$ cat config.mk
export PLATFORM = sky130hd
export DESIGN_NAME = dz_show
export DESIGN_NICKNAME = d
export VERILOG_FILES = /design/src/rtl/dz_pkg.sv /design/src/rtl/dz_col_driver.sv /design/src/rtl/dz_row_scan.sv /design/src/rtl/dz_show.sv
export SDC_FILE = /design/constraint.sdc
export NUM_CORES = 1
export LEC_CHECK = 0
export CAP_MARGIN = 10
export CORE_ASPECT_RATIO = 1.2
export CORE_MARGIN = 8
export CORE_UTILIZATION = 51
export CTS_CLUSTER_SIZE = 8
export DETAILED_ROUTE_END_ITERATION = 10
export DONT_BUFFER_PORTS = 1
export GPL_TIMING_DRIVEN = 0
export PLACE_DENSITY = 0.68
export SKIP_LAST_GASP = 1
export SLEW_MARGIN = 20
export SYNTH_ARGS = -nofsm -noshare
export SYNTH_HDL_FRONTEND = slang
export SYNTH_SLANG_ARGS = --single-unit
$ cat constraint.sdc
create_clock -name clk -period 2.7 [get_ports clk]
set_input_delay 0.27 -clock clk [delete_from_list [all_inputs] [get_ports clk]]
set_output_delay 0.27 -clock clk [all_outputs]
set_load 0.05 [all_outputs]
$ cat src/rtl/dz_pkg.sv
package dz_pkg;

    typedef logic [3:0] glyph_t;   // code on num
    typedef logic [2:0] row_idx_t;
    typedef logic [7:0] col_t;     // 1 = lit dot, also the row bus

    localparam int NUM_GLYPHS = 12;

    // bitmap row for one glyph
    function automatic col_t glyph_row(glyph_t code, row_idx_t r);
        col_t bits;
        bits = '0;
        case (code)
            4'd0:
                case (r)
                    3'd2, 3'd5: bits = 8'b0001_1000;
                    3'd3, 3'd4: bits = 8'b0011_1100;
                    default: bits = '0;
                endcase
            4'd1:
                case (r)
                    3'd2, 3'd5: bits = 8'b0011_1000;
                    3'd3, 3'd4: bits = 8'b0111_1100;
                    default: bits = '0;
                endcase
            4'd2:
                case (r)
                    3'd2, 3'd5: bits = 8'b0011_1100;
                    3'd3, 3'd4: bits = 8'b0111_1110;
                    default: bits = '0;
                endcase
            4'd3:
                case (r)
                    3'd1, 3'd6: bits = 8'b0011_1100;
                    3'd2, 3'd3, 3'd4, 3'd5: bits = 8'b0111_1110;
                    default: bits = '0;
                endcase
            4'd4:
                case (r)
                    3'd0, 3'd7: bits = 8'b0011_1100;
                    3'd1, 3'd6: bits = 8'b0111_1110;
                    default: bits = 8'b1111_1111; // rows 2 to 5
                endcase
            4'd5:
                bits = 8'b1111_1111; // full block
            4'd6:
                case (r)
                    3'd0: bits = 8'b1100_0011;
                    3'd1: bits = 8'b1110_0011;
                    3'd2: bits = 8'b1111_0001;
                    3'd3: bits = 8'b1110_0011;
                    3'd4: bits = 8'b1100_0111;
                    3'd5: bits = 8'b1110_0111;
                    3'd6: bits = 8'b1111_0111;
                    default: bits = 8'b1111_1011;
                endcase
            4'd7:
                case (r)
                    3'd1: bits = 8'b0000_0001;
                    3'd2: bits = 8'b1000_0001;
                    3'd3: bits = 8'b1100_0011;
                    3'd4: bits = 8'b1000_0011;
                    3'd5: bits = 8'b1100_0111;
                    3'd6: bits = 8'b1110_0111;
                    3'd7: bits = 8'b1111_0011;
                    default: bits = '0;
                endcase
            4'd8:
                case (r)
                    3'd1: bits = 8'b0011_1000;
                    3'd2: bits = 8'b0100_0100;
                    3'd3: bits = 8'b0101_1010;
                    3'd4: bits = 8'b0100_1010;
                    3'd5: bits = 8'b0011_0010;
                    3'd6: bits = 8'b1100_0100;
                    3'd7: bits = 8'b0011_1000;
                    default: bits = '0;
                endcase
            4'd9:
                case (r)
                    3'd2: bits = 8'b0110_0000;
                    3'd3: bits = 8'b1111_1100;
                    3'd4: bits = 8'b0011_1111;
                    3'd5: bits = 8'b0011_1110;
                    3'd6: bits = 8'b0001_1100;
                    default: bits = '0;
                endcase
            4'd10:
                case (r)
                    3'd2: bits = 8'b0001_1000;
                    3'd3: bits = 8'b0011_1100;
                    3'd4, 3'd5: bits = 8'b0111_1110;
                    3'd6: bits = 8'b0010_0100;
                    default: bits = '0;
                endcase
            4'd11:
                case (r)
                    3'd0: bits = 8'b1110_0000;
                    3'd1: bits = 8'b0110_0000;
                    3'd2: bits = 8'b1110_0000;
                    3'd3: bits = 8'b0011_0000;
                    3'd4: bits = 8'b0011_0001;
                    3'd5: bits = 8'b0011_0011;
                    3'd6: bits = 8'b0011_1110;
                    default: bits = 8'b0001_1100;
                endcase
            default:
                bits = '0;
        endcase
        return bits;
    endfunction

endpackage

$ cat src/rtl/dz_col_driver.sv
module dz_col_driver (
    input  logic              clk,
    input  logic              rst,
    input  logic              st,
    input  logic              temp,
    input  dz_pkg::glyph_t    num,
    input  dz_pkg::row_idx_t  row_idx,
    output dz_pkg::col_t      colg,
    output dz_pkg::col_t      colr
);

    dz_pkg::glyph_t glyph_q;
    dz_pkg::col_t   pattern;
    logic           glyph_valid;

    // glyph code latch
    always_ff @(posedge clk or posedge rst)
    begin
        if (rst)
            glyph_q <= '0;
        else if (!st)
            glyph_q <= '0;
        else
            glyph_q <= num;
    end

    // codes 12..15 show nothing
    assign glyph_valid = (glyph_q < dz_pkg::glyph_t'(dz_pkg::NUM_GLYPHS));

    always_comb
    begin
        if (glyph_valid)
            pattern = dz_pkg::glyph_row(glyph_q, row_idx);
        else
            pattern = '0;
    end

    // columns register on the same edge as the row select
    always_ff @(posedge clk or posedge rst)
    begin
        if (rst)
        begin
            colg <= '0;
            colr <= '0;
        end
        else if (!st)
        begin
            colg <= '0;
            colr <= '0;
        end
        else
        begin
            colg <= pattern;
            colr <= temp ? pattern : '0; // red + green gives yellow
        end
    end

endmodule

$ cat src/rtl/dz_row_scan.sv
module dz_row_scan #(
    parameter int ROW_HOLD = 1
) (
    input  logic              clk,
    input  logic              rst,
    input  logic              st,
    output dz_pkg::row_idx_t  row_idx,
    output dz_pkg::col_t      row
);

    localparam int HOLD_W = (ROW_HOLD > 1) ? $clog2(ROW_HOLD) : 1;

    logic [HOLD_W-1:0] hold_cnt;
    logic              hold_wrap;

    assign hold_wrap = (hold_cnt == HOLD_W'(ROW_HOLD - 1));

    // hold counter and row index, both parked at zero while st is low
    always_ff @(posedge clk or posedge rst)
    begin
        if (rst)
        begin
            hold_cnt <= '0;
            row_idx  <= '0;
        end
        else if (!st)
        begin
            hold_cnt <= '0;
            row_idx  <= '0;
        end
        else if (hold_wrap)
        begin
            hold_cnt <= '0;
            row_idx  <= row_idx + 3'd1; // wraps 7 -> 0
        end
        else
        begin
            hold_cnt <= hold_cnt + 1'b1;
        end
    end

    // one low bit per row
    always_ff @(posedge clk or posedge rst)
    begin
        if (rst)
            row <= '1;
        else if (!st)
            row <= '1; // all rows off
        else
            row <= ~(dz_pkg::col_t'(1) << row_idx);
    end

endmodule

$ cat src/rtl/dz_show.sv
module dz_show #(
    parameter int ROW_HOLD = 1
) (
    input  logic            clk,
    input  logic            rst,
    input  logic            st,
    input  logic            temp,
    input  dz_pkg::glyph_t  num,
    output dz_pkg::col_t    row,
    output dz_pkg::col_t    colr,
    output dz_pkg::col_t    colg
);

    dz_pkg::row_idx_t row_idx;

    dz_row_scan #(
        .ROW_HOLD (ROW_HOLD)
    ) u_row_scan (
        .clk     (clk),
        .rst     (rst),
        .st      (st),
        .row_idx (row_idx),
        .row     (row)
    );

    // pattern for the row being scanned
    dz_col_driver u_col_driver (
        .clk     (clk),
        .rst     (rst),
        .st      (st),
        .temp    (temp),
        .num     (num),
        .row_idx (row_idx),
        .colg    (colg),
        .colr    (colr)
    );

endmodule

==> metrics, run 1 <==
Port Buf Inserts=0; status=complete, no violations; register area share after synthesis=41.7%; Post-CTS Setup Bufs=0; share of the synthesized area in the top cell type=30.5%; number of enable flip-flop cells after synthesis=0; FMAX=0.408 GHz; CP Cell Sequence=inv_1 > ha_1 > clkbuf_1 > nor2_1 > a21oi_1 > a21oi_1 > a211oi_1 > nor2_1; worst setup path start=u_row_scan.row_idx[0]; minimum clock period=2.45 ns; area grow syn2layout=8.03%; FF-to-FF Start=u_row_scan.row_idx[0]; Hold Vio Cnt, Final=0; Slew @ Worst Pin=0.603 ns; PnR worst setup slack=0.251 ns; list of most frequent post-synthesis cells=dfrtp_1 (23), nor2_1 (20), nand2_1 (13), nand3_1 (12), clkbuf_1 (11); Hold Path Stages=1; number of max-cap violations=0; Place WS=0.121 ns; Startpoint Class=register; Syn. warnings=0; clock sinks=31; dominant cell by count in the synthesized netlist=dfrtp_1; post-synth top area cell=dfrtp_1; DRT antenna net count=0; H-tree depth=2; Power Density=572 mW/mm^2; critical path type=reg2reg; Reg2Reg Depth=8; Leak Pwr=0.839 nW; Yosys reg bits=31; synth unique cells=55; vias in the first global route=1623; CP Buf/Inv Count=2; design area=0.00204 sq mm; ys flop type=dfrtp_1; Rel. slew slack=59.7%; placed cell areas=0.00193 sq mm; largest net degree at the start of global routing=32; Clock Pin Slew Worst Setup and Hold Paths=0.07 ns; first-pass GRT wire length=8500 microns; Initial DRC Count=96; Max Fanout on Critical Path=12; Site Rows=24; RSZ-0062 raised after global routing=no; core area=0.00360 sq mm; post-synthesis compound-gate area fraction=16.5%; worst skew pair latency=0.29 ns; Worst IR Drop VDD=285 uV; asr flop ratio synth=100%; mux contribution to synthesized area=2.19%; RR Endpoint=u_col_driver.colg[7]; R2R Setup Slk=0.25 ns; syn_nets=219; Avg Vias per Cell=6.54; Avg Cell Area, Syn=9.20 sq um; critical path capture point type=register; final net count=227; Cells after Synth=205; diodes inserted=0; Tcrit/Tclk final=90.7%; IO Pins=32; Post-DP HPWL=3790 microns; GR Util All Layers=18.9%; post-synthesis xor/xnor area fraction=0.464%; Util after Layout=56.5%; drt pass-1 iters=4; Post-Synth Adder-Cell Area=3.98%; layout cells sized above 1=16.4%; gr ovfl total=0; Worst Clk Skew=0.00954 ns; CTS Buf Count=5; initial antenna violation count=0; Post-Route WL=5200 microns; Initial Utilization=52.3%; Synth Cell Area=0.00189 sq mm; CP Capture Point=u_col_driver.colg[7]; Slowest Stage Delay on Critical Path=0.51 ns; sum of negative setup slack=0 ns; post-DR wirelength/cell=20.6 microns; CP required=2.86 ns; Worst path slowest cell=dfrtp_2; Die Span X=71.5 microns; Max Slew Vio Count=0; Crit. path cell count=8; final RePlAce weighted congestion=0.961; clock tree from TritonCTS=built; Post-Synth Simple-Gate Area=29.7%; die area=0.00591 sq mm; CTS root buf=clkbuf_8; Synth area leaders=dfrtp_1 (31%), dfstp_2 (11%), ha_1 (4.0%); # DRC=0; DR vias=1655; Largest delay share family, worst path=buffers and inverters; CTS Buffer Depth=2; Die H=82.6 microns; # setup viols final=0; HP Class=in2reg; Final Hold Slack=0.105 ns; Worst Path Arrival=2.61 ns; main combinational cell family by area after synthesis=simple AND/OR/NAND/NOR gates
cell families after synthesis:
family	Yosys count
buf+inv	24
simple gates	95
mux	4
fa+ha+maj	6
compound gates	44
flops	31
xor+xnor	1
cell type report:
cell class / instances / area, sq um
plain buffers: 19 / 83.8
clock buffers: 7 / 86.3
clock inverters: 1 / 5.00
fillers: 327 / 1570
inverters: 5 / 18.8
multi-input cells: 150 / 997
flip-flops and latches: 31 / 787
well taps: 39 / 48.8
repair buffers: 1 / 10.0
timing repair:
action                                 CTS  global route
hold buffers                             0             1
gates resized for setup                  0             1
endpoints found under the hold margin    0            13
setup endpoints to repair                0            10
report_power, final:
group	internal (mW)	switching, mW
logic	0.0706	0.138
registers	0.493	0.0862
clock network	0.205	0.173
placed cells by master, fill, tap and decap left out, drive strengths merged, types with 4 or more instances in the layout:
| master | instances |
|---|---|
| nor2 | 20 |
| nor3 | 4 |
| nand3 | 13 |
| and2 | 7 |
| o21ai | 6 |
| dfstp | 8 |
| ha | 6 |
| clkbuf | 18 |
| nor2b | 7 |
| dfrtp | 23 |
| a21oi | 10 |
| inv | 5 |
| buf | 8 |
| nand2 | 13 |
| o211ai | 6 |
| nand4 | 4 |
| nor4 | 4 |
| a22oi | 4 |
how the worst min path moves through the flow:
stage	slack (ns)	from	endpoint
after floorplan	0.37	rst	u_col_driver.colg[0]
after global placement	0.41	num[0]	u_col_driver.glyph_q[0]
after detailed placement	0.41	num[2]	u_col_driver.glyph_q[2]
after CTS	0.10	num[1]	u_col_driver.glyph_q[1]
after global routing	0.11	num[0]	u_col_driver.glyph_q[0]
final	0.10	num[0]	u_col_driver.glyph_q[0]
metal layers:
metal | up-vias | wire length, microns | global-route usage [%]
li1 | 757 | - | -
met5 | - | 0 | 0
met3 | 19 | 415 | 5.31
met1 | 791 | 2060 | 20.9
met4 | 0 | 180 | 9.41
met2 | 88 | 2550 | 32.8
through the flow:
stage          instances  power [mW]
3_3_place_gp         244       0.788
5_1_grt              253        1.22
3_5_place_dp         244       0.791
6_report             253        1.17
4_1_cts              252        1.17
2_1_floorplan        205       0.735
state kept, by name, summed over array words and instances, names as in the netlist:
name,flops
u_col_driver.colg,8
u_row_scan.row,8
u_row_scan.row_idx,3
u_col_driver.colr,8
u_col_driver.glyph_q,4
worst register-to-register path, delay by kind of cell (launching register included):
| kind | cells | cell delay [ns] |
|---|---|---|
| AO/OA/AOI/OAI | 3 | 0.63 |
| AND/OR/NAND/NOR | 2 | 0.20 |
| buffers and inverters | 2 | 0.66 |
| flip-flops | 1 | 0.51 |
| adder cells (fa/ha/maj) | 1 | 0.33 |
Power figures use the tool's default switching activity.
==> run 2, diff against run 1 <==
--- a/config.mk
+++ b/config.mk
@@ -13,7 +13,7 @@
 export DETAILED_ROUTE_END_ITERATION = 10
 export DONT_BUFFER_PORTS = 1
 export GPL_TIMING_DRIVEN = 0
-export PLACE_DENSITY = 0.68
+export PLACE_DENSITY = 0.63
 export SKIP_LAST_GASP = 1
 export SLEW_MARGIN = 20
 export SYNTH_ARGS = -nofsm -noshare
==> metrics, run 2 (synthesis results as in run 1) <==
CTS root buf=clkbuf_8; Die Span X=71.5 microns; most common cell after layout, fill and taps aside=dfrtp_1; H-tree depth=2; IO Pins=32; largest net degree at the start of global routing=32; die area=0.00591 sq mm; Comb power frac=18.1%; clock share of power=32.2%; Site Rows=24; worst setup path start=u_row_scan.row_idx[0]; HP Class=in2reg; vias in the first global route=1650; design area=0.00204 sq mm; clock tree from TritonCTS=built; Startpoint Class=register; Worst IR Drop VDD=270 uV; hold path startpoint=num[2]; CTS Buf Count=5; GR Util All Layers=18.5%; Tcrit/Tclk final=89.1%; Die H=82.6 microns; met1 usage=21.3%; gr ovfl total=0; Max Slew Vio Count=0; sum of negative setup slack=0 ns; Max Fanout on Critical Path=12; NetSw=0.394 mW; status=complete, no violations; Post-DP HPWL=3820 microns; number of max-cap violations=0; diodes inserted=0; CP required=2.85 ns; most frequent cells in the layout=dfrtp_1 (22), nor2_1 (20), nand2_1 (13); clock sinks=31; Switching Fraction=33.9%; Worst Path Arrival=2.56 ns; Rel. slew slack=59.3%; final net count=227; top flop regs=u_col_driver.colg x8, u_col_driver.colr x8, u_row_scan.row x8; M2 GR Usage=30.7%; initial antenna violation count=0; Worst Clk Skew=0.0138 ns; # DRC=0; DRT antenna net count=0; core area=0.00360 sq mm; Initial Utilization=52.3%; CP Cell Sequence=inv_1 > ha_1 > or4b_4 > nand3_2 > o211ai_2 > a2111oi_2 > nor2_1; Largest delay share family, worst path=simple AND/OR/NAND/NOR gates; final RePlAce weighted congestion=0.940; Post-Route WL=5220 microns; CTS Buffer Depth=2; Port Buf Inserts=0; placed cell areas=0.00193 sq mm; grt met3 use=4.23%; Worst path slowest cell=or4b_4; FMAX=0.416 GHz; Hold Vio Cnt, Final=0; Sequential Power Share=49.7%; worst skew pair latency=0.29 ns; Clock Pin Slew Worst Setup and Hold Paths=0.07 ns; Initial DRC Count=105; layout cells sized above 1=16.8%; post-DR wirelength/cell=20.6 microns; FF-to-FF Start=u_row_scan.row_idx[0]; drt pass-1 iters=4; # setup viols final=0; Leak Pwr=0.842 nW; first-pass GRT wire length=8420 microns; critical path capture point type=register; Avg Vias per Cell=6.61; Slew @ Worst Pin=0.609 ns; Cell Int Power=0.769 mW; grt peak-use layer=met2; RSZ-0062 raised after global routing=no; critical path type=reg2reg; minimum clock period=2.41 ns; Slowest Stage Delay on Critical Path=0.57 ns; total power=1.16 mW; Post-CTS Setup Bufs=0; Power Density=571 mW/mm^2; area grow syn2layout=8.10%; DR vias=1672; CP Buf/Inv Count=1
==> run 2: through the flow <==
step,util (%),hold WS [ns],setup slack (ns),std cells
3_3_place_gp,53.7,0.411,0.132,244
5_1_grt,56.6,0.102,0.0912,253
6_report,56.6,0.109,0.294,253
3_5_place_dp,53.7,0.408,0.0841,244
4_1_cts,56.2,0.104,0.0553,252
2_1_floorplan,-,0.368,0.549,205
==> run 2: layout make-up <==
type | count | area [sq um]
repair buffers | 1 | 10.0
multi-input cells | 150 | 997
flip-flops and latches | 31 | 787
fillers | 341 | 1570
plain buffers | 19 | 85.1
well taps | 39 | 48.8
inverters | 5 | 18.8
clock buffers | 7 | 86.3
clock inverters | 1 | 5.00
==> run 2: final timing paths <==
| kind | endpoint | slack [ns] | cells after the start |
|---|---|---|---|
| worst max-delay path | u_col_driver.colg[4] | 0.29 | 7 |
| worst min-delay path | u_col_driver.glyph_q[2] | 0.11 | 1 |
| worst max register to register | u_col_driver.colg[4] | 0.29 | 7 |
| worst min register to register | u_row_scan.row_idx[0] | 0.63 | 1 |
| max in group asynchronous | u_row_scan.row_idx[0] | 1.75 | 2 |
| min in group asynchronous | u_col_driver.colr[4] | 0.52 | 2 |
==> run 2: worst reg2reg max path, cell delays in order (launching register included) <==
cell       delay (ns)
dfrtp_2          0.52
inv_1            0.16
ha_1             0.32
or4b_4           0.57
nand3_2          0.11
o211ai_2         0.10
a2111oi_2        0.43
nor2_1           0.07
==> run 2: layer usage <==
metal  vias to the layer above  wire length [microns]
li1                        758                      -
met1                       804                   2080
met2                        94                   2560
met3                        16                    421
met4                         0                    165
met5                         -                      0
==> run 2: what timing repair did <==
action | in CTS | in global routing
resized for setup | 0 | 3
endpoints found under the hold margin | 0 | 14
endpoints found under the setup margin | 0 | 12
hold buffers | 0 | 1
==> run 2: power by group through the flow <==
stage               combinational, mW  clock, mW  sequential (mW)
floorplan                       0.155          0            0.580
global placement                0.202          0            0.587
detailed placement              0.205          0            0.587
CTS                             0.205      0.385            0.579
global route                    0.232      0.402            0.581
finish                          0.210      0.375            0.579
